==> config.mk <==
export PLATFORM = sky130hd
export DESIGN_NAME = mac_unit
export DESIGN_NICKNAME = d
export VERILOG_FILES = /design/src/source/dsp_pkg.sv /design/src/source/mac_unit.sv
export SDC_FILE = /design/constraint.sdc
export NUM_CORES = 1
export LEC_CHECK = 0
export BUFFER_PORTS_ARGS = -buffer_cell sky130_fd_sc_hd__buf_4
export CAP_MARGIN = 20
export CORE_UTILIZATION = 46
export DETAILED_ROUTE_END_ITERATION = 10
export GPL_TIMING_DRIVEN = 1
export PLACE_DENSITY_LB_ADDON = 0.1
export SKIP_CTS_REPAIR_TIMING = 1
export SYNTH_ARGS = -nofsm -noshare
export SYNTH_HDL_FRONTEND = slang
export SYNTH_SLANG_ARGS = --single-unit
==> constraint.sdc <==
create_clock -name clk -period 8.7 [get_ports clk]
set_input_delay 1.305 -clock clk [delete_from_list [all_inputs] [get_ports clk]]
set_output_delay 1.305 -clock clk [all_outputs]
set_load 0.005 [all_outputs]
==> src/source/dsp_pkg.sv <==
package dsp_pkg;

	// Source and destination fields address 16 channels or 16 bank registers
	localparam int reg_addr_width = 4;
	localparam int n_channels = 1 << reg_addr_width;
	localparam int n_registers = 1 << reg_addr_width;
	localparam int shift_width = 4;

	typedef enum logic [4:0] {
		NOP = 5'd0,
		ADD = 5'd1,
		SUB = 5'd2,
		LSH = 5'd3,
		RSH = 5'd4,
		ARSH = 5'd5,
		ABS = 5'd6,
		MOV = 5'd7,
		CLAMP = 5'd8,
		MUL = 5'd9,
		MACZ = 5'd10,
		MAC = 5'd11,
		MOV_ACC = 5'd12
	} opcode_e;

	typedef struct packed {
		opcode_e op;
		logic saturate;
		logic [shift_width - 1:0] shift;
		logic [reg_addr_width - 1:0] src_a;
		logic src_a_reg;                    // Bank register when set, channel when clear
		logic [reg_addr_width - 1:0] src_b;
		logic src_b_reg;
		logic [reg_addr_width - 1:0] dest;  // Always a channel
	} instr_t;

	typedef enum logic [2:0] {
		IDLE,
		FETCH_INSTR,
		FETCH_OPERANDS,
		DISPATCH,
		WAIT_UNIT,
		WRITE_BACK,
		NEXT_BLOCK,
		FINISH
	} seq_state_e;

endpackage

==> src/source/mac_unit.sv <==
module mac_unit import dsp_pkg::*; #(
	parameter int data_width = 16
) (
	input logic clk,
	input logic reset,
	input logic req,
	input opcode_e op,
	input logic signed [data_width - 1:0] a,
	input logic signed [data_width - 1:0] b,
	input logic saturate,
	input logic [shift_width - 1:0] shift,
	output logic ack,
	output logic signed [data_width - 1:0] result
);
	localparam int acc_width = 2 * data_width;
	localparam logic signed [acc_width - 1:0] sat_max =
		{{(data_width + 1){1'b0}}, {(data_width - 1){1'b1}}};
	localparam logic signed [acc_width - 1:0] sat_min =
		{{(data_width + 1){1'b1}}, {(data_width - 1){1'b0}}};

	logic signed [acc_width - 1:0] product;
	logic signed [acc_width - 1:0] scaled;
	logic signed [acc_width - 1:0] accumulator;
	logic product_valid;
	logic scaled_valid;
	logic start;
	logic acc_read;

	function automatic logic signed [data_width - 1:0] clip(
		input logic signed [acc_width - 1:0] value
	);
		if (value > sat_max)
			return sat_max[data_width - 1:0];
		else if (value < sat_min)
			return sat_min[data_width - 1:0];
		else
			return value[data_width - 1:0];
	endfunction

	// A new request is taken only once the previous one has fully drained
	assign start = req && !ack && !product_valid && !scaled_valid;
	assign acc_read = start && op == MOV_ACC;

	always_ff @(posedge clk) begin
		if (reset) begin
			ack <= 1'b0;
			product_valid <= 1'b0;
			scaled_valid <= 1'b0;
			accumulator <= '0;
		end else begin
			product_valid <= start && op != MOV_ACC;
			scaled_valid <= product_valid;

			if (acc_read) begin
				ack <= 1'b1;  // Reading the accumulator skips the multiplier
			end else if (scaled_valid) begin
				ack <= 1'b1;
				if (op == MACZ)
					accumulator <= scaled;
				else if (op == MAC)
					accumulator <= accumulator + scaled;
			end else if (!req) begin
				ack <= 1'b0;
			end
		end
	end

	// Product, then shift to the Q format picked by the instruction, then narrow
	always_ff @(posedge clk) begin
		product <= a * b;
		scaled <= product >>> (data_width - 1 - shift);

		if (acc_read)
			result <= clip(accumulator);
		else if (scaled_valid)
			result <= saturate ? clip(scaled) : scaled[data_width - 1:0];
	end

endmodule

## Yosys cells after proc, flatten, opt, wreduce, memory -nomap -nowiden

Index checks and enable logic that the tools add are counted.

- Mux-type cells: 12
- Bitwise logic cells: 1
- Reduce and logical (&&, ||, !) cells: 11
- Magnitude comparators: 4
- $add $sub $neg: 2
- Divide/modulo/power cells: 0
- Shift-type cells: 1
- Equality and inequality tests: 5
- Multipliers: 1

Operators with widths:

| kind | number |
|---|---|
| $mux W16 | 7 |
| $gt A32 B16 Y1 const B | 2 |
| $lt A32 B16 Y1 const B | 2 |
| $mux W32 | 2 |
| $add A32 B32 Y32 | 1 |
| $mul A16 B16 Y32 | 1 |
| $sshr A32 B32 Y32 | 1 |
| $eq A5 B4 Y1 const B | 3 |
| $logic_and A1 B1 Y1 | 5 |
| $ne A5 B4 Y1 const B | 1 |
| $sub A4 B4 Y5 const A | 1 |
| $reduce_bool A2 Y1 | 2 |
| $logic_not A1 Y1 | 3 |
| $mux W1 | 3 |
| $ne A3 B1 Y1 const B | 1 |
| $reduce_and A3 Y1 | 1 |
| $not A1 Y1 | 1 |

- Bits in latches: 0
- Memories: 0
- Bits of input ports: 45
- Output and inout bits: 17
- Word-level logic and storage cells: 44
- Bits in writable memories: 0
- Bits in registers: 115
- ROM bits: 0

## Depth between registers and ports, before layout

- Depth in word-level cells: 7
- Depth in mapped cells: 25
- Depth with buffers taken out: 23

## Least setup slack after synthesis

OpenSTA, ideal clock, no wires.

- Path type: input port to flip-flop
- Start: input port a[10]
- End: register product[31]
- Stages: 20
- Setup slack: 1.694 ns
- Arrival time: 6.891 ns
- Library setup time: 0.114 ns
- Path buffers: 1
- Required time: 8.586 ns
- Cells stage by stage: clkbuf_1 > nand2_1 > fa_1 > fa_1 > fa_1 > fa_1 > inv_1 > fa_1 > inv_1 > fa_1 > inv_1 > ha_1 > o211ai_1 > a31oi_1 > a211oi_2 > o31ai_4 > a2111oi_2 > o21ai_1 > mux2i_1 > a2111oi_0

- Longest elaborated chain between the ends: 1

Ends and longest elaborated chain:

| item | line | RTL |
|---|---|---|
| from (decl) | mac_unit.sv:8 | `input logic signed [data_width - 1:0] a,` |
| $mul A16 B16 Y32 | mac_unit.sv:70 | `product <= a * b;` |
| to (signal assigned) | mac_unit.sv:70 |  |
| to (decl) | mac_unit.sv:21 | `logic signed [acc_width - 1:0] product;` |

Every way passes these cells.
A chain may end at the register's enable or synchronous reset.

## Final worst setup path

- Start: input port b[4]
- End: register product[31]

- Longest elaborated chain between the ends: 1

Ends and longest elaborated chain:

| item | line | RTL |
|---|---|---|
| from (decl) | mac_unit.sv:9 | `input logic signed [data_width - 1:0] b,` |
| $mul A16 B16 Y32 | mac_unit.sv:70 |  |

Every way passes these cells.

==> impl_results.md <==
- Outcome: finished, final reports clean
- Most used cell, CP: fa_1
- Post-route cell area: 17930 sq um
- Antenna violations before repair: 0
- Num CTS Buffers: 17
- Slew margin rel.: 40.06%
- Mapped Nets: 2220
- Buffers & Inverters on Critical Path: 5
- Cell family with most CP delay: adder cells
- Hold_sp: product[31]
- Initial core utilization: 46.60%
- Htree depth: 4
- # rows: 69
- GRT Util Overall: 23.96%
- Clock skew after layout: 0.007579 ns
- Final period util: 79.57%
- Syn avg cell area: 9.191 sq um
- Final wirelength: 41100 um
- Max frequency: 144.5 MHz
- Worst skew pair latency: 0.42 ns
- CP endpoint kind: flop
- Largest area contributor in the netlist: fa_1
- Critical path origin: b[4]
- R2R setup slack: 5.51 ns
- Startpoint types: input pin
- Drt via density: 5.368
- Area Overhead vs Synth: 8.430%
- Port Buffer Count: 61
- Synthesized flop and latch total: 115
- Arrival time worst endpoint: 7.23 ns
- RSZ-0062 raised after global routing: no
- Final TNS setup: 0 ns
- Yosys warns: 0
- Count of unique library cells instantiated by Yosys: 78
- First-pass GRT wire length: 68740 um
- CTS sink cnt: 115
- Die width: 191.6 um
- Reg2Reg Depth: 12
- Antenna viol nets, final: 0
- Final Hold Fails: 0
- Die Span Y: 191.6 um
- WHS: 0.4681 ns
- Num ports: 62
- Ys async rst share: 0%
- MaxCap Viol Count: 0
- Largest net degree at the start of global routing: 42
- Share of cells above drive strength 1: 8.365%
- Post-synthesis cell area: 16530 sq um
- Drt drc: 0
- Worst path cell trace: buf_4 -> and2_1 -> fa_1 -> inv_1 -> fa_1 -> fa_1 -> inv_1 -> ha_1 -> fa_1 -> inv_1 -> fa_1 -> inv_1 -> ha_1 -> o21a_1 -> o211ai_1 -> a31oi_1 -> a211oi_2 -> o31ai_4 -> a2111oi_2 -> o21ai_1 -> mux2i_1 -> a2111oi_0
- Slowest stage delay, CP: 0.53 ns
- Diode count: 0
- Post-synth EDFFs: 16
- Initial DRT Pass Iterations: 8
- Cells taking the most area after synthesis: fa_1 (32%), dfxtp_1 (12%), ha_1 (8.6%)
- Max Slew Vio Count: 0
- WL/cell: 18.04 um
- Final setup fails: 0
- Total grt overflow: 0
- Post-synthesis sequential area ratio: 14.89%
- Root Buffer: clkbuf_16
- Vias in the first global route: 12850
- Ys flop type: dfxtp_1
- Post-synth top area share: 31.84%
- Reg clk slew, reported paths: 0.06 ns
- Vias: 12230
- Nets: 2225
- Actual slew at the worst max-slew pin: 0.8991 ns
- Worst EP required: 9.00 ns
- FF-to-FF End: accumulator[28]
- Reg2reg start: scaled[0]
- Post-Synthesis Cells: 1799
- GPL Wtd Cong: 0.8803
- CTS tree: done
- Die area: 36710 sq um
- Clock Path Buffers: 2
- Setup CP Type: input pin to flop
- CP Max Fanout: 16
- Hold Path Class: flop to flop
- CP max-delay cell: fa_1
- CORE AREA: 35480 sq um
- Placed cell area: 17310 sq um
- Detailed Place HPWL: 32930 um
- DRT iter0 DRCs: 563
- Tmin final: 6.922 ns
- WP depth: 22
- End point of the critical path: product[31]
- Post-route core utilization: 50.53%
-- worst min path at each step --
stage | end | slack [ns] | cells after the start
2_1_floorplan | scaled[31] | 0.39 | 0
3_3_place_gp | scaled[31] | 0.45 | 0
3_5_place_dp | scaled[31] | 0.45 | 0
4_1_cts | scaled[31] | 0.46 | 0
5_1_grt | scaled_valid | 0.49 | 1
6_report | scaled[31] | 0.47 | 0
-- synth_stat cells (10+ instances only) --
cell type,number
nor3_1,15
nand3_1,15
a21o_1,30
nand2_1,185
clkbuf_1,68
o22ai_1,15
ha_1,113
nand2b_1,10
o21ai_0,34
xnor2_1,38
and2_1,126
nand4_1,12
a211oi_1,17
mux4_2,13
a21oi_1,93
fa_1,263
xor2_1,17
edfxtp_1,16
mux2i_1,61
dfxtp_1,99
nor4_1,11
nor2_1,86
o221ai_1,12
inv_1,304
-- sequential cells by signal, indices dropped and copies added (netlist names) --
register / count
accumulator: 32
product: 32
scaled_valid: 1
scaled: 32
product_valid: 1
ack: 1
result: 16
-- metal layers --
layer | GRT usage, % | part of all wire (%) | vias to the layer above
met5 | 0 | 0 | -
met4 | 5.861 | 1.6 | 0
met3 | 2.284 | 3.2 | 42
met2 | 41.95 | 49 | 248
met1 | 31.78 | 46 | 6092
li1 | - | - | 5846
-- logic make-up after synthesis --
group | share of synthesized area, %
DFF | 14.89
and+or+nand+nor | 14.85
buffers and inverters | 8.823
AOI/OAI and AO/OA | 12.05
adders and majority gates | 40.39
muxes | 6.076
xor gates and xnor gates | 2.913
-- stage by stage --
step | setup WS, ns | instances
finish | 1.778 | 2278
global route | 1.321 | 2278
CTS | 1.744 | 2278
detailed placement | 1.329 | 2246
global placement | 1.387 | 2246
floorplan | 1.694 | 1799
-- placed cells by master, fill, tap and decap left out, types with 11 or more instances in the layout --
master | Yosys | routed
inv_1 | 304 | 304
fa_1 | 263 | 263
nand2_1 | 185 | 185
and2_1 | 126 | 126
ha_1 | 113 | 113
dfxtp_1 | 99 | 99
a21oi_1 | 93 | 93
nor2_1 | 86 | 85
buf_4 | 0 | 65
mux2i_1 | 61 | 61
xnor2_1 | 38 | 38
o21ai_0 | 34 | 34
a21o_1 | 30 | 30
clkbuf_16 | 0 | 18
xor2_1 | 17 | 17
a211oi_1 | 17 | 17
edfxtp_1 | 16 | 16
nand3_1 | 15 | 15
nor3_1 | 15 | 15
o22ai_1 | 15 | 15
mux4_2 | 13 | 13
nand4_1 | 12 | 12
o221ai_1 | 12 | 12
nor4_1 | 11 | 11
-- layout make-up --
class                      instances  area (sq um)
inverter                         305          1145
tap                              461         576.8
sequential                       115          2462
clock inverter                    12         152.6
clock buffer                      20         467.9
fill                            3426         17550
timing repair buffer              65         488.0
multi-input combinational       1300         12640
Power is left out: the tool's default activity adds up to more than one toggle a clock period on the data nets, which glitch-free logic cannot reach.
