### config.mk
export PLATFORM = sky130hd
export DESIGN_NAME = block_sequencer
export DESIGN_NICKNAME = d
export VERILOG_FILES = /design/src/source/dsp_pkg.sv /design/src/source/block_sequencer.sv
export SDC_FILE = /design/constraint.sdc
export NUM_CORES = 1
export LEC_CHECK = 0
export BUFFER_PORTS_ARGS = -buffer_cell sky130_fd_sc_hd__clkbuf_2
export CORE_AREA = 4 4 88 90
export DETAILED_ROUTE_END_ITERATION = 12
export DIE_AREA = 0 0 92 94
export PLACE_DENSITY = 0.78
export SYNTH_ARGS = -nofsm -noshare
export SYNTH_HDL_FRONTEND = slang
export SYNTH_SLANG_ARGS = --single-unit
### constraint.sdc
create_clock -name clk -period 4.1 [get_ports clk]
set_input_delay 0.41 -clock clk [delete_from_list [all_inputs] [get_ports clk]]
set_output_delay 0.41 -clock clk [all_outputs]
set_load 0.01 [all_outputs]
### src/source/dsp_pkg.sv
package dsp_pkg;

	// Source and destination fields address 16 channels or 16 bank registers
	localparam int reg_addr_width = 4;
	localparam int n_channels = 1 << reg_addr_width;
	localparam int n_registers = 1 << reg_addr_width;
	localparam int shift_width = 4;

	typedef enum logic [4:0] {
		NOP = 5'd0,
		ADD = 5'd1,
		SUB = 5'd2,
		LSH = 5'd3,
		RSH = 5'd4,
		ARSH = 5'd5,
		ABS = 5'd6,
		MOV = 5'd7,
		CLAMP = 5'd8,
		MUL = 5'd9,
		MACZ = 5'd10,
		MAC = 5'd11,
		MOV_ACC = 5'd12
	} opcode_e;

	typedef struct packed {
		opcode_e op;
		logic saturate;
		logic [shift_width - 1:0] shift;
		logic [reg_addr_width - 1:0] src_a;
		logic src_a_reg;                    // Bank register when set, channel when clear
		logic [reg_addr_width - 1:0] src_b;
		logic src_b_reg;
		logic [reg_addr_width - 1:0] dest;  // Always a channel
	} instr_t;

	typedef enum logic [2:0] {
		IDLE,
		FETCH_INSTR,
		FETCH_OPERANDS,
		DISPATCH,
		WAIT_UNIT,
		WRITE_BACK,
		NEXT_BLOCK,
		FINISH
	} seq_state_e;

endpackage

### src/source/block_sequencer.sv
module block_sequencer import dsp_pkg::*; #(
	parameter int data_width = 16,
	parameter int n_blocks = 16
) (
	input logic clk,
	input logic reset,
	input logic tick,
	input logic signed [data_width - 1:0] sample_in,
	input instr_t instr,
	input logic signed [data_width - 1:0] operand_a,
	input logic signed [data_width - 1:0] operand_b,
	input logic [$clog2(n_blocks) - 1:0] last_block,
	input logic signed [data_width - 1:0] channel0,
	input logic alu_ack,
	input logic signed [data_width - 1:0] alu_result,
	input logic mac_ack,
	input logic signed [data_width - 1:0] mac_result,
	output logic ready,
	output logic signed [data_width - 1:0] sample_out,
	output logic [$clog2(n_blocks) - 1:0] block_index,
	output logic operand_fetch,
	output logic ch_write,
	output logic [reg_addr_width - 1:0] ch_addr,
	output logic signed [data_width - 1:0] ch_value,
	output logic sample_load,
	output logic signed [data_width - 1:0] sample_value,
	output logic alu_req,
	output logic mac_req,
	output opcode_e unit_op,
	output logic signed [data_width - 1:0] unit_a,
	output logic signed [data_width - 1:0] unit_b,
	output logic unit_saturate,
	output logic [shift_width - 1:0] unit_shift
);
	seq_state_e state;
	logic signed [data_width - 1:0] result;
	logic use_mac;
	logic writes_dest;
	logic unit_ack;

	assign use_mac = instr.op inside {MUL, MACZ, MAC, MOV_ACC};
	// MACZ and MAC only touch the accumulator
	assign writes_dest = !(instr.op inside {NOP, MACZ, MAC});
	assign unit_ack = use_mac ? mac_ack : alu_ack;

	// Instruction and operands stay registered in the memory for the whole block
	assign unit_op = instr.op;
	assign unit_a = operand_a;
	assign unit_b = operand_b;
	assign unit_saturate = instr.saturate;
	assign unit_shift = instr.shift;

	assign sample_load = (state == IDLE) && tick;
	assign sample_value = sample_in;
	assign operand_fetch = (state == FETCH_OPERANDS);

	assign ch_write = (state == WRITE_BACK) && writes_dest;
	assign ch_addr = instr.dest;
	assign ch_value = result;

	always_ff @(posedge clk) begin
		if (reset) begin
			state <= IDLE;
			ready <= 1'b1;
			sample_out <= '0;
			block_index <= '0;
			alu_req <= 1'b0;
			mac_req <= 1'b0;
		end else begin
			case (state)
				IDLE: begin
					if (tick) begin
						ready <= 1'b0;
						block_index <= '0;
						state <= FETCH_INSTR;
					end
				end

				FETCH_INSTR:
					state <= FETCH_OPERANDS;

				FETCH_OPERANDS:
					state <= DISPATCH;

				DISPATCH: begin
					if (instr.op == NOP) begin
						state <= NEXT_BLOCK;
					end else if (!unit_ack) begin
						// The unit must have finished its last four-phase cycle
						alu_req <= !use_mac;
						mac_req <= use_mac;
						state <= WAIT_UNIT;
					end
				end

				WAIT_UNIT: begin
					if (unit_ack) begin
						result <= use_mac ? mac_result : alu_result;
						alu_req <= 1'b0;
						mac_req <= 1'b0;
						state <= WRITE_BACK;
					end
				end

				WRITE_BACK:
					state <= NEXT_BLOCK;

				NEXT_BLOCK: begin
					if (block_index == last_block) begin
						state <= FINISH;
					end else begin
						block_index <= block_index + 1'b1;
						state <= FETCH_INSTR;
					end
				end

				FINISH: begin
					sample_out <= channel0;
					ready <= 1'b1;
					state <= IDLE;
				end

				default:
					state <= IDLE;
			endcase
		end
	end

endmodule

# --- After elaboration in Yosys (flattened, before gate mapping) ---
# Cells that the tools add are included.
word_totals:
  input_bits: 129
  regBits: 42
  elab_cells: 63
classes:
  n_mux: 20
  bitwise: 1
  add_sub_neg: 1
  n_reduce_logical: 16
  n_eq_ne: 18
ops:
  columns: ["operator", "n"]
  rows:
  - ["3-bit one-hot mux with 8 select lines", 1]
  - ["5-bit by 4-bit equality test with 1-bit output (second input constant)", 4]
  - ["16-bit 2-to-1 mux", 1]
  - ["3-bit 2-to-1 mux", 5]
  - ["3-bit equality test (second input constant)", 4]
  - ["2-bit inequality test (second input constant)", 5]
  - ["3-bit AND reduction", 3]
  - ["4-bit 2-to-1 mux", 2]
  - ["4-bit one-hot mux with 2 select lines", 1]
  - ["1-bit 2-to-1 mux", 7]
  - ["3-bit by 2-bit equality test with 1-bit output (second input constant)", 2]
  - ["1-bit one-hot mux with 2 select lines", 3]
  - ["2-bit nonzero test", 3]
  - ["5-bit logical NOT", 1]
  - ["4-bit by 1-bit adder with 4-bit output (second input constant)", 1]
  - ["4-bit equality test", 1]
  - ["4-bit AND reduction", 1]
  - ["4-bit nonzero test", 1]
  - ["3-bit by 1-bit equality test with 1-bit output (second input constant)", 1]
  - ["3-bit logical NOT", 1]
  - ["3-bit inequality test (second input constant)", 1]
  - ["3-bit nonzero test", 1]
  - ["1-bit logical AND", 2]
  - ["1-bit logical NOT", 2]
  - ["2 further kinds", 2]

# --- Longest topological paths before layout ---
# Gate-level depths: netlist of run 1.
depth:
  ltp_word: 6
  mapped_depth: 6
  mapped_depth_nobuf: 4

# --- Worst setup path before layout of run 1 ---
# No wires, ideal clock.
synth_path:
  path_type: "input -> register"
  startpoint: "input instr[20] in the netlist's numbering"
  endpoint: "register result[0] (netlist: ch_value[0]) (enable)"
  path_buffers: 1
  stages: 5
  slack_ns: 0.884
  required_time_ns: 3.670
  arrival_time_ns: 2.786
  setup_ns: 0.430
  cell_sequence: "or3_1 buf_2 a31oi_4 nor2_2 nor4_1"
synth_between:
  elab_chain_len: 4
synth_lines:
  columns: ["item", "line", "rtl"]
  rows:
  - ["start, declared", "block_sequencer.sv:9", "input instr_t instr,"]
  - ["5-bit by 4-bit equality test with 1-bit output", "block_sequencer.sv:41", "assign use_mac = instr.op inside {MUL, MACZ, MAC, MOV_ACC};"]
  - ["4-bit nonzero test (*)", "block_sequencer.sv:41", null]
  - ["1-bit 2-to-1 mux (*)", "block_sequencer.sv:44", "assign unit_ack = use_mac ? mac_ack : alu_ack;"]
  - ["3-bit AND reduction (no line) (*)", null, null]
  - ["end signal, assigned", "block_sequencer.sv:98", "result <= use_mac ? mac_result : alu_result;"]
  - ["end, declared", "block_sequencer.sv:36", "logic signed [data_width - 1:0] result;"]
# Mark *: on every way between the ends. The rest lies on a longest branch, timed or not.
# A chain may end at the register's enable or synchronous reset.

# --- Worst setup path in the final report of run 1 ---
layout_path:
  startpoint: "register state[1]"
  endpoint: "output operand_fetch"
layout_between:
  elab_chain_len: 1
layout_lines:
  columns: ["item", "line", "rtl"]
  rows:
  - ["start, declared", "block_sequencer.sv:35", "seq_state_e state;"]
  - ["start signal, assigned", "block_sequencer.sv:63", "state <= IDLE;"]
  - ["start signal, assigned", "block_sequencer.sv:75", "state <= FETCH_INSTR;"]
  - ["start signal, assigned", "block_sequencer.sv:80", "state <= FETCH_OPERANDS;"]
  - ["3-bit by 2-bit equality test with 1-bit output", "block_sequencer.sv:55", "assign operand_fetch = (state == FETCH_OPERANDS);"]
  - ["end, declared", "block_sequencer.sv:21", "output logic operand_fetch,"]
# No other way between the ends.

==> flow_summary.ini, run 1 <==
[run_status]
status = finished clean

[power_and_ir_drop]
clkPwrFrac_pct = 31.3
p_comb_share_pct = 12.9
power_density_nw_per_um2 = 295.9
leakagePower_nw = 1.144
finalPower_w = 0.0008057
intPower_w = 0.0006095
power_frac_seq_pct = 55.7
netSwitchingPower_w = 0.0001963
ir_drop_v = 0.00008956
sw_frac_of_total_pct = 24.36

[setup_path]
crit_fanout = 10
crit_path_end_kind = primary output
critPathArrivalTime_ns = 1.53
start_kind = flop
cp.required_ns = 3.69
crit_type = reg -> out
crit_start = state[1]$_SDFFE_PP0P_
reg2reg_from = state[1]$_SDFFE_PP0P_

[cts]
ctsHoldBuffers = 0
cts.sinks = 42
h-tree-depth = 2
cts_setup_buffers = 0
root_buffer = clkbuf_8
clockBufferDepth = 2
cts_resized = 0
clk_latency_ns = 0.28
clk_pin_slew_ns = 0.08
cts_tree = done
numCtsBuffers = 5

[floorplan]
num_rows = 31
core_area_sq_um = 7059
die_w_microns = 92
num_io_pins = 233
dieArea_sq_um = 8648
die_h_microns = 94
start_util_pct = 35.25

[synthesis]
synth_nets = 385
netlist_instances = 255
synth.distinct_cells = 51
synth_warnings = 0
post_synth.cell_area_avg_sq_um = 9.759
ys_seq_area_share_pct = 40.22
ys.flop_type = dfxtp_1
ys_seq_elements = 42
synth_edf_count = 16
syn-cell-area_sq_um = 2489
async_flop_share_pct = 0

[layout]
multi_input_area_sq_um = 948.4
final_cell_mix = clkbuf_2 (108), nand2_1 (37), dfxtp_1 (26)
seq_area_sq_um = 1001
final_common_cell = clkbuf_2
areaGrowthSynthToFinish_pct = 9.402
final_util_pct = 38.57
design_area_sq_um = 2723
final_nets = 428
fillers = 726
n_antenna_cell = 0
final_layout_size_suffix_gt1_share_pct = 46.49

[detailed_routing]
wl_per_cell_microns = 13.21
drtIter0Drc = 46
vias = 1839
drc = 0
dr.pass1.iters = 5
vias_per_cell = 4.621
wirelength_mm = 5.256
drtAntennaViolNets = 0

[sta]
rsz0062_at_grt = no
setup_violations = 0
drv_slew = 0
max_freq_mhz = 515.1
finalCriticalPeriod_ns = 1.941
period_share_pct = 47.35
relSlewSlack_pct = 57.46
worst_pin_slew_ns = 0.6373
final-hold-violation-count = 0
fin_skew_ns = 0.002650
setup_tns_ns = 0

[global_route]
grtUsageTotal_pct = 11.70
grt_pass1_vias = 1781
antenna_found_initial = 0
grt_remaining_overflow = 0
grt_max_degree = 31
grt_pass1_wl_mm = 8.176

[place]
hpwl_mm = 4.243
place.port_buffers = 108
place_congestion = 0.7806
placed_area_sq_um = 2640

[flow_run]
maxCapViolations = 0

[worst_hold_path]
min_from = channel0[9]
min_path_type = in -> reg
metal layers:
metal | vias to the layer above | share of wire, % | track usage [%]
met3 | 20 | 8.6 | 3.365
met5 | - | 0 | 0
met4 | 0 | 2.4 | 5.941
met2 | 88 | 52 | 21.29
met1 | 827 | 37 | 12.25
li1 | 904 | - | -
synthesized netlist by cell type (2+ instances only):
library cell | instances | area (sq um)
buf_4 | 64 | 480.5
nand2_1 | 37 | 138.9
dfxtp_1 | 26 | 520.5
a21oi_1 | 19 | 95.09
edfxtp_1 | 16 | 480.5
mux2_1 | 9 | 101.4
mux2_2 | 7 | 78.83
inv_1 | 5 | 18.77
buf_2 | 4 | 20.02
clkbuf_1 | 4 | 15.01
nand2b_1 | 4 | 25.02
or3_1 | 4 | 25.02
xor2_1 | 4 | 35.03
a31oi_1 | 3 | 18.77
nand3_1 | 3 | 15.01
nor2_1 | 3 | 11.26
nor2_2 | 3 | 18.77
o21ai_0 | 3 | 15.01
mux2i_1 | 2 | 20.02
nand3b_1 | 2 | 15.01
nand4_1 | 2 | 12.51
nor2b_1 | 2 | 12.51
final cells by class:
cell class | count | share of cell area (%)
clock buffer | 6 | 2.665
clock inverter | 2 | 0.3676
inverter | 5 | 0.6893
multi-input combinational | 135 | 34.83
sequential | 42 | 36.76
tap | 99 | 4.550
timing repair buffer | 109 | 20.13
path summary, 6_finish.rpt:
kind | cells past startpoint | end | slack (ns)
setup / recovery | 3 | operand_fetch | 2.16
hold / removal | 3 | sample_out[9]$_SDFFE_PP0P_ | 0.34
setup reg to reg | 4 | mac_req$_SDFFE_PP0P_ | 2.43
hold reg to reg | 2 | sample_out[6]$_SDFFE_PP0P_ | 0.46
logic make-up (layout without fill, tap and decap cells):
kind of cell	count (synthesis)	in the layout	synth area share (%)
flip-flops	42	42	40.22
multiplexers	18	18	8.045
adder cells (fa/ha/maj)	1	1	0.5027
buffers and inverters	78	122	21.92
AND/OR/NAND/NOR	75	75	17.55
XOR/XNOR	4	4	1.408
AO/OA/AOI/OAI	37	37	10.36
state kept, by name (all words and copies together), names as in the netlist:
| name | cells |
|---|---|
| state | 3 |
| mac_req | 1 |
| ch_value | 16 |
| block_index | 4 |
| sample_out | 16 |
| alu_req | 1 |
| ready | 1 |
power by group through the flow:
stage / sequential, W / combinational, W / clock, W
6_report: 0.000449 / 0.000104 / 0.000253
5_1_grt: 0.000450 / 0.000118 / 0.000282
4_1_cts: 0.000448 / 0.000106 / 0.000266
3_5_place_dp: 0.000458 / 0.000106 / 0
3_3_place_gp: 0.000458 / 0.000103 / 0
2_1_floorplan: 0.000453 / 0.000127 / 0
worst max-delay path, cell delays in order (launching register included):
cell and delay (ns):
dfxtp_1 0.53, nor2b_1 0.37, and2_1 0.21, clkbuf_2 0.14
through the flow:
step	worst slack, ns	cells	hold slack, ns
6_report	2.159	398	0.3401
5_1_grt	2.053	398	0.3400
4_1_cts	2.155	398	0.3269
3_5_place_dp	1.864	390	0.4507
3_3_place_gp	1.882	390	0.4425
2_1_floorplan	0.8835	255	0.4805
Note: power is estimated with default switching activity, not from simulation.
==> inputs of run 2 (changes only) <==
==> constraint.sdc (replaced) <==
create_clock -name clk -period 1.85 [get_ports clk]
set_input_delay 0.185 -clock clk [delete_from_list [all_inputs] [get_ports clk]]
set_output_delay 0.185 -clock clk [all_outputs]
set_load 0.01 [all_outputs]
==> run 2 against run 1 <==
Design area is 2.6% higher. Critical endpoint is now ch_write. Cell count rose by 1.3%. Critical path depth unchanged. Largest cell class unchanged. Critical path type unchanged. Setup slack worse by 2.0 ns. Die area did not move. Sequential share of layout area fell by 0.94 points. Sequential power rose by 120%. Via count grew 1.4%. Clock power grew 130%. Hold slack got worse by 0.22 ns. First-iteration DRC count shrank 15%.
==> flow_summary.ini, run 2 (synthesized netlist as in run 1, its figures left out) <==
[power_and_ir_drop]
clkPwrFrac_pct = 32.4
power_frac_seq_pct = 54.2
netSwitchingPower_w = 0.0004294
p_comb_share_pct = 13.4
sw_frac_of_total_pct = 23.44
leakagePower_nw = 1.174
intPower_w = 0.001403
power_density_nw_per_um2 = 655.7
ir_drop_v = 0.0002242

[cts]
cts_tree = done
h-tree-depth = 2
clk_latency_ns = 0.28
cts_resized = 0
cts_setup_buffers = 0
numCtsBuffers = 5
cts.sinks = 42
root_buffer = clkbuf_8
ctsHoldBuffers = 0
clockBufferDepth = 2
clk_pin_slew_ns = 0.08

[floorplan]
num_rows = 31
core_area_sq_um = 7059
dieArea_sq_um = 8648
num_io_pins = 233
die_h_microns = 94
die_w_microns = 92
start_util_pct = 35.25

[place]
hpwl_mm = 4.143
place.port_buffers = 108
place_congestion = 0.7724

[layout]
final_layout_size_suffix_gt1_share_pct = 47.04
final_cell_mix = clkbuf_2 (108), nand2_1 (37), dfxtp_1 (26)
final_common_cell = clkbuf_2
n_antenna_cell = 0
seq_area_sq_um = 1001
final_nets = 433
fillers = 718
multi_input_area_sq_um = 962.2
areaGrowthSynthToFinish_pct = 12.27

[detailed_routing]
dr.pass1.iters = 5
wl_per_cell_microns = 12.74
drc = 0
drtAntennaViolNets = 0
drtIter0Drc = 39
wirelength_mm = 5.134
vias_per_cell = 4.628
vias = 1865

[setup_path]
crit_fanout = 11
crit_type = reg -> out
crit_chain = o21ai_1 -> a311oi_1 -> clkbuf_2
crit_path_max_incr_delay_ns = 0.65
cp.required_ns = 1.66
slowest_stage = dfxtp_1
crit_path_end_kind = primary output
critPathArrivalTime_ns = 1.53
start_kind = flop

[sta]
setup_tns_ns = 0
max_freq_mhz = 583.6
period_share_pct = 92.63
final-hold-violation-count = 0
finalCriticalPeriod_ns = 1.714
relSlewSlack_pct = 65.84
fin_skew_ns = 0.007253
worst_pin_slew_ns = 0.5117
drv_slew = 0
setup_violations = 0
rsz0062_at_grt = no
hold_slack_ns = 0.1200

[global_route]
grt_pass1_vias = 1873
grtUsageTotal_pct = 11.87
grt_max_degree = 27
grt_remaining_overflow = 0
antenna_found_initial = 0
grt_pass1_wl_mm = 8.314

[flow_run]
maxCapViolations = 0

[run_status]
status = finished clean

[worst_hold_path]
min_path_type = in -> reg
## run 2: worst max-delay path, delay by kind of cell, from the launching register on
| kind | cells | cell delay, ns |
|---|---|---|
| AOI/OAI and AO/OA | 2 | 0.41 |
| DFF | 1 | 0.65 |
| buffers and inverters | 1 | 0.18 |
## run 2: layout make-up
type	instances	area share, %
Clock buffer	8	3.224
Inverter	5	0.6717
Multi-Input combinational cell	135	34.44
Sequential cell	42	35.83
Tap cell	99	4.434
Timing Repair Buffer	114	21.41
## run 2: path summary, 6_finish.rpt
check | from | slack [ns] | depth (start not counted) | endpoint
worst max-delay path | state[0]$_SDFFE_PP0P_ | 0.14 | 3 | ch_write
worst min-delay path | channel0[8] | 0.12 | 3 | sample_out[8]$_SDFFE_PP0P_
worst max register to register | state[0]$_SDFFE_PP0P_ | 0.27 | 4 | block_index[3]$_SDFFE_PP0P_
worst min register to register | sample_out[6]$_SDFFE_PP0P_ | 0.46 | 2 | sample_out[6]$_SDFFE_PP0P_
## run 2: routing by layer
metal | routed length, microns | track usage, % | up-vias
li1 | - | - | 908
met1 | 1867 | 12.10 | 852
met2 | 2730 | 22.32 | 83
met3 | 420 | 3.365 | 22
met4 | 116 | 5.446 | 0
met5 | 0 | 0 | -
## run 2: power by group through the flow
stage	registers, W	clock network [W]	logic (W)
after detailed placement	0.00101	0	0.000249
after global routing	0.000995	0.000672	0.000273
final	0.000993	0.000593	0.000246
after global placement	0.00101	0	0.000243
after floorplan	0.00100	0	0.000287
after CTS	0.000992	0.000626	0.000250
## run 2: through the flow
step | worst slack (ns) | cell area, sq um | total power, W | std cells | util, %
floorplan | -0.02898 | 2515 | 0.001290 | 255 | -
global placement | 0.04332 | 2704 | 0.001256 | 395 | 38.30
detailed placement | 0.01639 | 2704 | 0.001263 | 395 | 38.30
CTS | 0.1122 | 2794 | 0.001868 | 403 | 39.58
global route | 0.001648 | 2794 | 0.001940 | 403 | 39.58
finish | 0.1364 | 2794 | 0.001832 | 403 | 39.58
