File: src/source/dsp_pkg.sv
package dsp_pkg;

	// Source and destination fields address 16 channels or 16 bank registers
	localparam int reg_addr_width = 4;
	localparam int n_channels = 1 << reg_addr_width;
	localparam int n_registers = 1 << reg_addr_width;
	localparam int shift_width = 4;

	typedef enum logic [4:0] {
		NOP = 5'd0,
		ADD = 5'd1,
		SUB = 5'd2,
		LSH = 5'd3,
		RSH = 5'd4,
		ARSH = 5'd5,
		ABS = 5'd6,
		MOV = 5'd7,
		CLAMP = 5'd8,
		MUL = 5'd9,
		MACZ = 5'd10,
		MAC = 5'd11,
		MOV_ACC = 5'd12
	} opcode_e;

	typedef struct packed {
		opcode_e op;
		logic saturate;
		logic [shift_width - 1:0] shift;
		logic [reg_addr_width - 1:0] src_a;
		logic src_a_reg;                    // Bank register when set, channel when clear
		logic [reg_addr_width - 1:0] src_b;
		logic src_b_reg;
		logic [reg_addr_width - 1:0] dest;  // Always a channel
	} instr_t;

	typedef enum logic [2:0] {
		IDLE,
		FETCH_INSTR,
		FETCH_OPERANDS,
		DISPATCH,
		WAIT_UNIT,
		WRITE_BACK,
		NEXT_BLOCK,
		FINISH
	} seq_state_e;

endpackage

File: src/source/alu_unit.sv
module alu_unit import dsp_pkg::*; #(
	parameter int data_width = 16
) (
	input logic clk,
	input logic reset,
	input logic req,
	input opcode_e op,
	input logic signed [data_width - 1:0] a,
	input logic signed [data_width - 1:0] b,
	input logic saturate,
	input logic [shift_width - 1:0] shift,
	output logic ack,
	output logic signed [data_width - 1:0] result
);
	localparam logic signed [data_width - 1:0] max_w = {1'b0, {(data_width - 1){1'b1}}};
	localparam logic signed [data_width - 1:0] min_w = {1'b1, {(data_width - 1){1'b0}}};

	logic signed [data_width:0] sum_wide;
	logic signed [data_width - 1:0] sum_clipped;
	logic signed [data_width - 1:0] bound_max;
	logic signed [data_width - 1:0] bound_min;
	logic signed [data_width - 1:0] value;

	// One extra bit keeps the exact sum or difference
	assign sum_wide = (op == SUB) ? a - b : a + b;
	assign sum_clipped = (sum_wide > max_w) ? max_w
		: (sum_wide < min_w) ? min_w : sum_wide[data_width - 1:0];

	assign bound_max = max_w >>> shift;
	assign bound_min = min_w >>> shift;

	always_comb begin
		case (op)
			ADD, SUB:
				value = saturate ? sum_clipped : sum_wide[data_width - 1:0];
			LSH:
				value = {a[data_width - 2:0], 1'b0};
			RSH:
				value = {1'b0, a[data_width - 1:1]};
			ARSH:
				value = a >>> 1;
			ABS:
				value = a[data_width - 1] ? -a : a;  // Negating min wraps back to min
			MOV:
				value = a;
			CLAMP:
				value = (a > bound_max) ? bound_max : (a < bound_min) ? bound_min : a;
			default:
				value = '0;
		endcase
	end

	// Handshake phase
	always_ff @(posedge clk) begin
		if (reset)
			ack <= 1'b0;
		else if (req && !ack)
			ack <= 1'b1;
		else if (!req)
			ack <= 1'b0;
	end

	always_ff @(posedge clk) begin
		if (req && !ack)
			result <= value;  // Stays put until the next request
	end

endmodule

File: config.mk
export PLATFORM = sky130hd
export DESIGN_NAME = alu_unit
export DESIGN_NICKNAME = d
export VERILOG_FILES = /design/src/source/dsp_pkg.sv /design/src/source/alu_unit.sv
export SDC_FILE = /design/constraint.sdc
export NUM_CORES = 1
export LEC_CHECK = 0
export ABC_AREA = 1
export ABC_CLOCK_PERIOD_IN_PS = 6330
export BUFFER_PORTS_ARGS = -buffer_cell sky130_fd_sc_hd__clkbuf_2
export CAP_MARGIN = 15
export CORE_MARGIN = 1.5
export CORE_UTILIZATION = 50
export DETAILED_ROUTE_END_ITERATION = 12
export HOLD_SLACK_MARGIN = 0.03
export PLACE_DENSITY = 0.73
export RECOVER_POWER = 50
export SYNTH_ARGS = -nofsm -noshare
export SYNTH_HDL_FRONTEND = slang
export SYNTH_SLANG_ARGS = --single-unit
File: constraint.sdc
create_clock -name clk -period 6.33 [get_ports clk]
set_input_delay 0 -clock clk [delete_from_list [all_inputs] [get_ports clk]]
set_output_delay 0 -clock clk [all_outputs]
set_load 0.005 [all_outputs]
Word level (Yosys, flattened, before mapping) --
Cells that the tools add are included.
Word-level totals: register bits after elaboration 17, input bits 45
Operators by class: shift operators 2, add/sub/neg operators 3, multiplexer cells 10, equality and inequality tests 9, $lt $le $gt $ge 4, reduce and logical (&&, ||, !) cells 3
Operator list (count):
- case mux 16 bit (7 select lines) | 1
- 2-to-1 mux 16 bit | 6
- >>> shifter 16 x 4 -> 16 bit, first input constant | 2
- equality test 5 x 3 -> 1 bit, second input constant | 4
- adder 16 x 16 -> 17 bit | 1
- greater-than comparator 17 x 16 -> 1 bit, second input constant | 1
- < comparator 17 x 16 -> 1 bit, second input constant | 1
- 2-to-1 mux 17 bit | 1
- subtractor 16 x 16 -> 17 bit | 1
- greater-than comparator 16 bit | 1
- < comparator 16 bit | 1
- negator 16 bit | 1
- equality test 5 x 2 -> 1 bit, second input constant | 2
- equality test 5 x 1 -> 1 bit, second input constant | 1
- equality test 5 x 4 -> 1 bit, second input constant | 1
- 2-to-1 mux 1 bit | 2
- inequality test 2 x 1 -> 1 bit, second input constant | 1
- OR reduction 2 bit | 1
- logical AND 1 bit | 1
- logical NOT 1 bit | 1

Logic depth before layout (Yosys ltp) --
Gate-level depths: netlist of run 1.
depth after elaboration 7, gate-level depth with buffers 24, mapped depth without buffers 23

Least setup slack after synthesis of run 1 --
OpenSTA, ideal clock, no wires.
path kind input port to flip-flop, start point in shift[3], end point reg result[1] (data pin), cell stages on the path 20, data required time 6.078 ns, slack 3.528 ns, arrival 2.549 ns, cell sequence clkbuf_1 -> nor2_1 -> inv_1 -> nor2_1 -> inv_1 -> ha_1 -> nor2_1 -> inv_1 -> nor3_1 -> and3_1 -> a21oi_1 -> ha_1 -> clkbuf_1 -> inv_1 -> o21ai_0 -> nand2_1 -> nand3_1 -> nand2_1 -> inv_1 -> nand2_1
Between the ends: cells in the longest elaborated chain, start to end 5, elaborated cells between the ends (all ways) 7
Ends and longest elaborated chain:
- start, declared | line alu_unit.sv:11 | input logic [shift_width - 1:0] shift,
- >>> shifter 16 x 4 -> 16 bit | line alu_unit.sv:30 | assign bound_min = min_w >>> shift;
- < comparator 16 bit | line alu_unit.sv:47 | value = (a > bound_max) ? bound_max : (a < bound_min) ? bound_min : a;
- 2-to-1 mux 16 bit | line alu_unit.sv:47
- 2-to-1 mux 16 bit (*) | line alu_unit.sv:47
- case mux 16 bit (7 select lines) (*) | line alu_unit.sv:33 | case (op)
- named net value[1] | line alu_unit.sv:22 | logic signed [data_width - 1:0] value;
- end signal, assigned | line alu_unit.sv:65 | result <= value;
- end, declared | line alu_unit.sv:13 | output logic signed [data_width - 1:0] result
Mark *: on every way through the listed nets, which the timed path passes. The rest lies on a longest branch. A chain may end at the register's enable or synchronous reset.

Worst setup path after layout of run 1 --
start point in shift[3], end point reg result[8] (data pin)
Same word-level chain as after synthesis.

==> run metrics, run 1 <==
antenna-violating nets left=0; most frequently used flop master after synthesis=sky130_fd_sc_hd__edfxtp_1; Final Hold Violating Endpoints=0; TritonCTS Sinks=17; distinct cell type count of the synthesized netlist=50; antenna violations before repair=0; number of vias after detailed routing=slightly below 5000; Fmax=between 300 and 400 MHz; Leakage=0.00265 uW; largest voltage drop on the vdd net=0.0000871 V; flip-flop and latch count after synthesis=17; area of the mapped netlist=~4400 um^2; clock buffer count from CTS=3; Arr. time, crit path=between 3 and 4 ns; Rel. slew slack=0.307; Period Utilization, post-route=0.487; Vias/cell=approximately 5.5; pre-CTS setup slack=3.03 ns; Clk Latency, worst-skew pair=around 0.26 ns; CTS root buffer=sky130_fd_sc_hd__clkbuf_8; post-synthesis to final-layout area growth=9.27%; actual transition at the worst max-transition pin=1.04 ns; detailed placer's ending HPWL=between 10000 and 15000 um; cells along the critical path=clkbuf_2, nor2_1, inv_1, nor2_1, inv_1, ha_1, nor2_1, inv_1, nor3_1, and3_1, a21oi_1, ha_1, nand2_1, o22ai_1, nand2_1, nand3_1, nand2_1, inv_1, nand2_1; vias in the first global route=between 4000 and 5000; pin count of the biggest net entering global routing=30; detail-routed net length per standard cell=about 15 um; global-route wire length before repair=around 21000 um; GR Util All Layers=0.293; count of H-tree levels built during CTS=1; floorplan core area=~8300 um^2; gp weighted congestion=a little under 1; final setup TNS=0 ns; max-slew violation total from the final report=0; detailed-route DRC error count=0; result of the run=finished clean; power density normalized to cell area=between 100 and 150 nW/um^2; cell row count=33; number of enable-type register cells in the synthesized netlist=16; share of layout cells above drive strength 1=0.110; final design area excluding fillers=~4800 um^2; kind of capture point of the worst setup path=flip-flop; share of flip-flops with an asynchronous set or reset after synthesis=0; clock period minus worst slack=around 3.1 ns; top-level port count=a little over 60; average cell area after synthesis=about 6.0 um^2; Post-DP Area=between 4000 and 5000 um^2; Worst EP required=about 6.3 ns; max-cap check violation count=0; post-synthesis net count=836; post-synthesis sequential area ratio=0.114; smallest setup slack after layout=around 3.2 ns; maximum fanout along the worst path=20; setup-violating endpoint count in the final report=0; setup repair after global routing missed its margin=false; initial core utilization=0.524; total global routing overflow=0; count of routing violations after the opening detailed-route iteration=about 400; standard cell with the maximum stage delay on the critical path=sky130_fd_sc_hd__ha_1; worst-case register-to-register setup slack=roughly 4.8 ns; clock tree from TritonCTS=yes; Vert. Die Dim=96.5 um; clock transition time at the flip-flop clock pins of the worst setup and hold paths=0.07 ns; DIE AREA=just over 9000 um^2; largest incremental delay on the critical path=roughly 0.6 ns; detailed-routing iteration count for the pre-antenna-repair pass=6; Net count, final=approximately 890; width of the die=just under 100 um; Tightest Hold Check Type=primary input to flip-flop; maximum number of buffers from clock root to sink=2; setup skew after layout=~0.0027 ns; type of origin of the critical path=primary input; Routed Wire Length=approximately 13000 um; Post-Syn Instances=734; diode insertion count for antenna repair=0; Yosys warnings=0; path type of the worst setup path=primary input to flip-flop; number of I/O port buffers=61
## where the power goes
group | internal, uW | switching [uW] | leakage, uW | total [uW]
combinational | 121 | 222 | 0.00245 | 343
clock | 44.9 | 43.1 | 0.0000228 | 88.0
sequential | 133 | 2.55 | 0.000171 | 135
## routing by layer
metal | global-route usage | up-vias | share of wire
li1 | - | 2500 | -
met1 | 0.410 | 2220 | 0.47
met2 | 0.479 | 208 | 0.44
met3 | 0.0290 | 19 | 0.074
met4 | 0.0773 | 0 | 0.015
met5 | 0 | - | 0
## metrics by stage
step	hold slack (ns)	power [uW]	cells	utilization
2_1_floorplan	0.0724	383	734	-
3_3_place_gp	0.158	469	887	0.568
3_5_place_dp	0.163	475	887	0.568
4_1_cts	0.302	562	893	0.576
5_1_grt	0.339	618	893	0.573
6_report	0.305	567	893	0.573
## logic make-up (layout without fill, tap and decap cells)
family	Yosys count	in the layout	share of synthesized area
adder cells (fa/ha/maj)	57	57	0.165
flip-flops	17	17	0.114
AO/OA/AOI/OAI	108	108	0.147
AND/OR/NAND/NOR	385	385	0.388
XOR/XNOR	29	29	0.0581
buffers and inverters	138	192	0.127
## placed cells by master (no fill, tap or decap), drive strengths merged
cell type,count
a22oi,1
fa,1
dlygate4sd3,2
and3,1
nand3,41
dfxtp,1
nor3b,2
edfxtp,16
o211ai,3
or2,3
inv,121
o221ai,6
o22ai,10
buf,2
nand4,18
nand3b,2
and2,2
o21ai,33
nor4,1
xnor2,8
clkinv,1
nor4b,1
xor2,21
a311oi,1
o21bai,2
a21o,1
ha,56
nor2,72
nor3,10
a211oi,4
clkbuf,66
a21oi,36
o31ai,3
a31oi,6
a221oi,2
nand2,232
## timing repair
action | CTS | global route
resized for setup | 0 | 0
hold buffers | 2 | 0
setup buffers | 0 | 0
endpoints found under the hold margin | 1 | 0
## registers in the layout (all words and copies together), names as in the netlist
name	flops
result	16
ack	1
## cell usage after synthesis (3+ instances only)
cell,number,area (um^2)
sky130_fd_sc_hd__a211oi_1,4,30.0
sky130_fd_sc_hd__a21oi_1,36,180
sky130_fd_sc_hd__a31oi_1,6,37.5
sky130_fd_sc_hd__clkbuf_1,9,33.8
sky130_fd_sc_hd__edfxtp_1,16,480
sky130_fd_sc_hd__ha_1,56,701
sky130_fd_sc_hd__inv_1,115,432
sky130_fd_sc_hd__inv_2,6,22.5
sky130_fd_sc_hd__nand2_1,217,815
sky130_fd_sc_hd__nand2_2,13,81.3
sky130_fd_sc_hd__nand3_1,37,185
sky130_fd_sc_hd__nand4_1,18,113
sky130_fd_sc_hd__nor2_1,68,255
sky130_fd_sc_hd__nor2_2,3,18.8
sky130_fd_sc_hd__nor3_1,8,40.0
sky130_fd_sc_hd__o211ai_1,3,22.5
sky130_fd_sc_hd__o21ai_0,31,155
sky130_fd_sc_hd__o221ai_1,6,52.6
sky130_fd_sc_hd__o22ai_1,10,62.6
sky130_fd_sc_hd__o31ai_1,3,22.5
sky130_fd_sc_hd__xnor2_1,8,70.1
sky130_fd_sc_hd__xor2_1,21,184
## critical path: cells and delay by family
kind | cells | cell delay [ns]
adder cells (fa/ha/maj) | 2 | 0.89
buffers and inverters | 5 | 0.48
AO/OA/AOI/OAI | 2 | 0.24
AND/OR/NAND/NOR | 10 | 1.45
## area by class of cell
class | instances | area, um^2
clock buffers | 4 | 45.0
well taps | 105 | 131
inverters | 122 | 458
multi-input cells | 579 | 3320
repair buffers | 66 | 327
fillers | 871 | 3560
flip-flops and latches | 17 | 500
## final timing paths
path	startpoint	end	depth (start not counted)
worst max-delay path	shift[3]	result[8]$_DFFE_PP_	19
worst min register to register	ack$_SDFFE_PP0P_	result[11]$_DFFE_PP_	2
worst min-delay path	a[5]	result[6]$_DFFE_PP_	5
worst max register to register	ack$_SDFFE_PP0P_	result[0]$_DFFE_PP_	2
Note: power is estimated with default switching activity, not from simulation.
==> inputs of run 2 (changes only) <==
--- a/config.mk
+++ b/config.mk
@@ -6,14 +6,14 @@
 export NUM_CORES = 1
 export LEC_CHECK = 0
 export ABC_AREA = 1
-export ABC_CLOCK_PERIOD_IN_PS = 6330
+export ABC_CLOCK_PERIOD_IN_PS = 2650
 export BUFFER_PORTS_ARGS = -buffer_cell sky130_fd_sc_hd__clkbuf_2
 export CAP_MARGIN = 15
 export CORE_MARGIN = 1.5
 export CORE_UTILIZATION = 50
 export DETAILED_ROUTE_END_ITERATION = 12
 export HOLD_SLACK_MARGIN = 0.03
-export PLACE_DENSITY = 0.73
+export PLACE_DENSITY = 0.76
 export RECOVER_POWER = 50
 export SYNTH_ARGS = -nofsm -noshare
 export SYNTH_HDL_FRONTEND = slang
==> constraint.sdc (replaced) <==
create_clock -name clk -period 2.65 [get_ports clk]
set_input_delay 0 -clock clk [delete_from_list [all_inputs] [get_ports clk]]
set_output_delay 0 -clock clk [all_outputs]
set_load 0.005 [all_outputs]
==> run metrics, run 2 (synthesis gave the netlist of run 1 again) <==
count of H-tree levels built during CTS=1 (unchanged); Vert. Die Dim=96.5 um (unchanged); Reg with most FFs=result (unchanged); post-synthesis to final-layout area growth=34.7% (was 9.27%); antenna violations before repair=0 (unchanged); detail-routed net length per standard cell=14.3 um (was 14.6 um); top-level port count=62 (unchanged); antenna-violating nets left=0 (unchanged); type of origin of the critical path=primary input (unchanged); Top Registers=result: 16 flops, ack: 1 flops (unchanged); DIE AREA=9320 um^2 (unchanged); GR Util All Layers=0.297 (was 0.293); vias in the first global route=4944 (was 4400); kind of capture point of the worst setup path=flip-flop (unchanged); Final Hold Violating Endpoints=0 (unchanged); pin count of the biggest net entering global routing=29 (was 30); detailed-routing iteration count for the pre-antenna-repair pass=6 (unchanged); Arr. time, crit path=2.64 ns (was 3.08 ns); total instance count after detailed placement=986 (was 887); share of layout cells above drive strength 1=0.269 (was 0.110); cell row count=33 (unchanged); setup skew after layout=0.00608 ns (was 0.00270 ns); Vias/cell=5.43 (was 5.54); CTS root buffer=sky130_fd_sc_hd__clkbuf_8 (unchanged); total global routing overflow=0 (unchanged); max-cap check violation count=0 (unchanged); setup repair after global routing missed its margin=true (was false); Tightest Hold Check Type=primary input to flip-flop (unchanged); total area of sequential cells=500 um^2 (unchanged); floorplan core area=8340 um^2 (unchanged); clock transition time at the flip-flop clock pins of the worst setup and hold paths=0.07 ns (about the same); detailed-routed wire length on met2=6850 um (was 5700 um); Largest register FFs=16 (unchanged); Rel. slew slack=0.718 (was 0.307); Period Utilization, post-route=0.995; leading cell type in the layout, fill and taps excluded=sky130_fd_sc_hd__nand2_1 (unchanged); largest incremental delay on the critical path=0.31 ns (was 0.60 ns); path type of the worst setup path=primary input to flip-flop (unchanged); worst-case register-to-register setup slack=1.67 ns (was 4.80 ns); Design Power=1600 uW (was 567 uW); Max Used Layer=met4 (unchanged); TritonCTS Sinks=17 (unchanged); clock buffer count from CTS=3 (unchanged); cells along the critical path=clkbuf_2, inv_2, ha_2, nand2_2, nor2_2, a21oi_2, a21oi_1, xor2_1, ha_1, nand2_2, inv_1, a21oi_1, nand2_1, a21oi_1, nand2_2, nand2_4, nand3_4, nand2_2, nand2_1, nand2_1, nand2_1 (was clkbuf_2, nor2_1, inv_1, nor2_1, inv_1, ha_1, nor2_1, inv_1, nor3_1, and3_1, a21oi_1, ha_1, nand2_1, o22ai_1, nand2_1, nand3_1, nand2_1, inv_1, nand2_1); max-slew violation total from the final report=0 (unchanged); area of the multi-input gates=3620 um^2 (was 3320 um^2); global-route wire length before repair=21900 um (was 21200 um); setup-violating endpoint count in the final report=0 (unchanged); gp weighted congestion=0.956 (was 0.969); routed metal-1 wirelength=5820 um (was 6200 um); Worst EP required=2.66 ns (was 6.32 ns); most frequent cells in the layout=204 x sky130_fd_sc_hd__nand2_1, 110 x sky130_fd_sc_hd__inv_1, 107 x sky130_fd_sc_hd__buf_4 (was 217 x sky130_fd_sc_hd__nand2_1, 115 x sky130_fd_sc_hd__inv_1, 68 x sky130_fd_sc_hd__nor2_1); power density normalized to cell area=271 nW/um^2 (was 119 nW/um^2); Net count, final=998 (was 891); Leakage=0.00319 uW (was 0.00265 uW); Routed Wire Length=14300 um (was 13100 um); Fmax=approximately 380 MHz; maximum number of buffers from clock root to sink=2 (unchanged); Clk Latency, worst-skew pair=0.25 ns (was 0.26 ns); routed wire length on met3=1210 um (was 965 um); count of routing violations after the opening detailed-route iteration=461 (was 401); detailed-route DRC error count=0 (unchanged); actual transition at the worst max-transition pin=0.422 ns (was 1.04 ns); standard cell with the maximum stage delay on the critical path=sky130_fd_sc_hd__ha_1 (unchanged); initial core utilization=0.524 (unchanged); result of the run=finished clean (unchanged); clock period minus worst slack=between 2 and 3 ns; number of I/O port buffers=61 (unchanged); largest voltage drop on the vdd net=0.000171 V (was 0.0000871 V); maximum fanout along the worst path=7 (was 20); non-filler cells in the finished layout=1000 (was 893); number of vias after detailed routing=5429 (was 4947); detailed placer's ending HPWL=11400 um (was 10800 um); final-layout fill cell count=689 (was 871); width of the die=96.5 um (unchanged); diode insertion count for antenna repair=0 (unchanged); clock tree from TritonCTS=yes (unchanged)
run 2: timing repair:
action / 4_1_cts / 5_1_grt
endpoints found under the hold margin: 1 / 0
hold buffers: 2 / 0
buffers inserted: 0 / 6
cloned: 0 / 2
pin swaps: 0 / 28
resized for setup: 3 / 69
endpoints found under the setup margin: 15 / 16
run 2: final timing paths:
kind	start	end	cells past startpoint
worst max-delay path	b[0]	result[7]$_DFFE_PP_	21
worst min register to register	ack$_SDFFE_PP0P_	result[13]$_DFFE_PP_	2
worst min-delay path	req	result[13]$_DFFE_PP_	4
worst max register to register	ack$_SDFFE_PP0P_	result[3]$_DFFE_PP_	2
run 2: final cells by class:
cell class | count | area share
inverters | 122 | 0.0783
flip-flops and latches | 17 | 0.0849
well taps | 105 | 0.0223
repair buffers | 171 | 0.193
multi-input cells | 581 | 0.614
clock buffers | 3 | 0.00701
clock inverters | 1 | 0.000849
run 2: critical path, delay by kind of cell:
kind	cells	cell delay, ns
simple gates	11	1.18
compound gates	4	0.54
fa+ha+maj	2	0.50
buf+inv	3	0.24
xor+xnor	1	0.18
run 2: report_power, final:
group / internal (uW) / switching [uW] / total, uW
registers: 317 / 4.32 / 321
clock network: 104 / 85.6 / 190
logic: 460 / 625 / 1090
run 2: routing by layer:
metal	vias to the layer above	track usage
li1	2709	-
met1	2429	0.365
met2	253	0.527
met3	38	0.0501
met4	0	0.0857
met5	-	0
run 2: through the flow:
step	cell area, um^2	util	setup WS, ns	setup TNS (ns)	hold slack, ns
6_report	5890	0.707	0.0144	0	0.301
2_1_floorplan	4380	-	0.0174	0	0.0724
4_1_cts	5560	0.667	0.0143	0	0.306
3_3_place_gp	5480	0.657	-0.209	-2.78	0.157
5_1_grt	5890	0.707	-0.149	-1.77	0.340
3_5_place_dp	5480	0.657	-0.334	-4.87	0.174
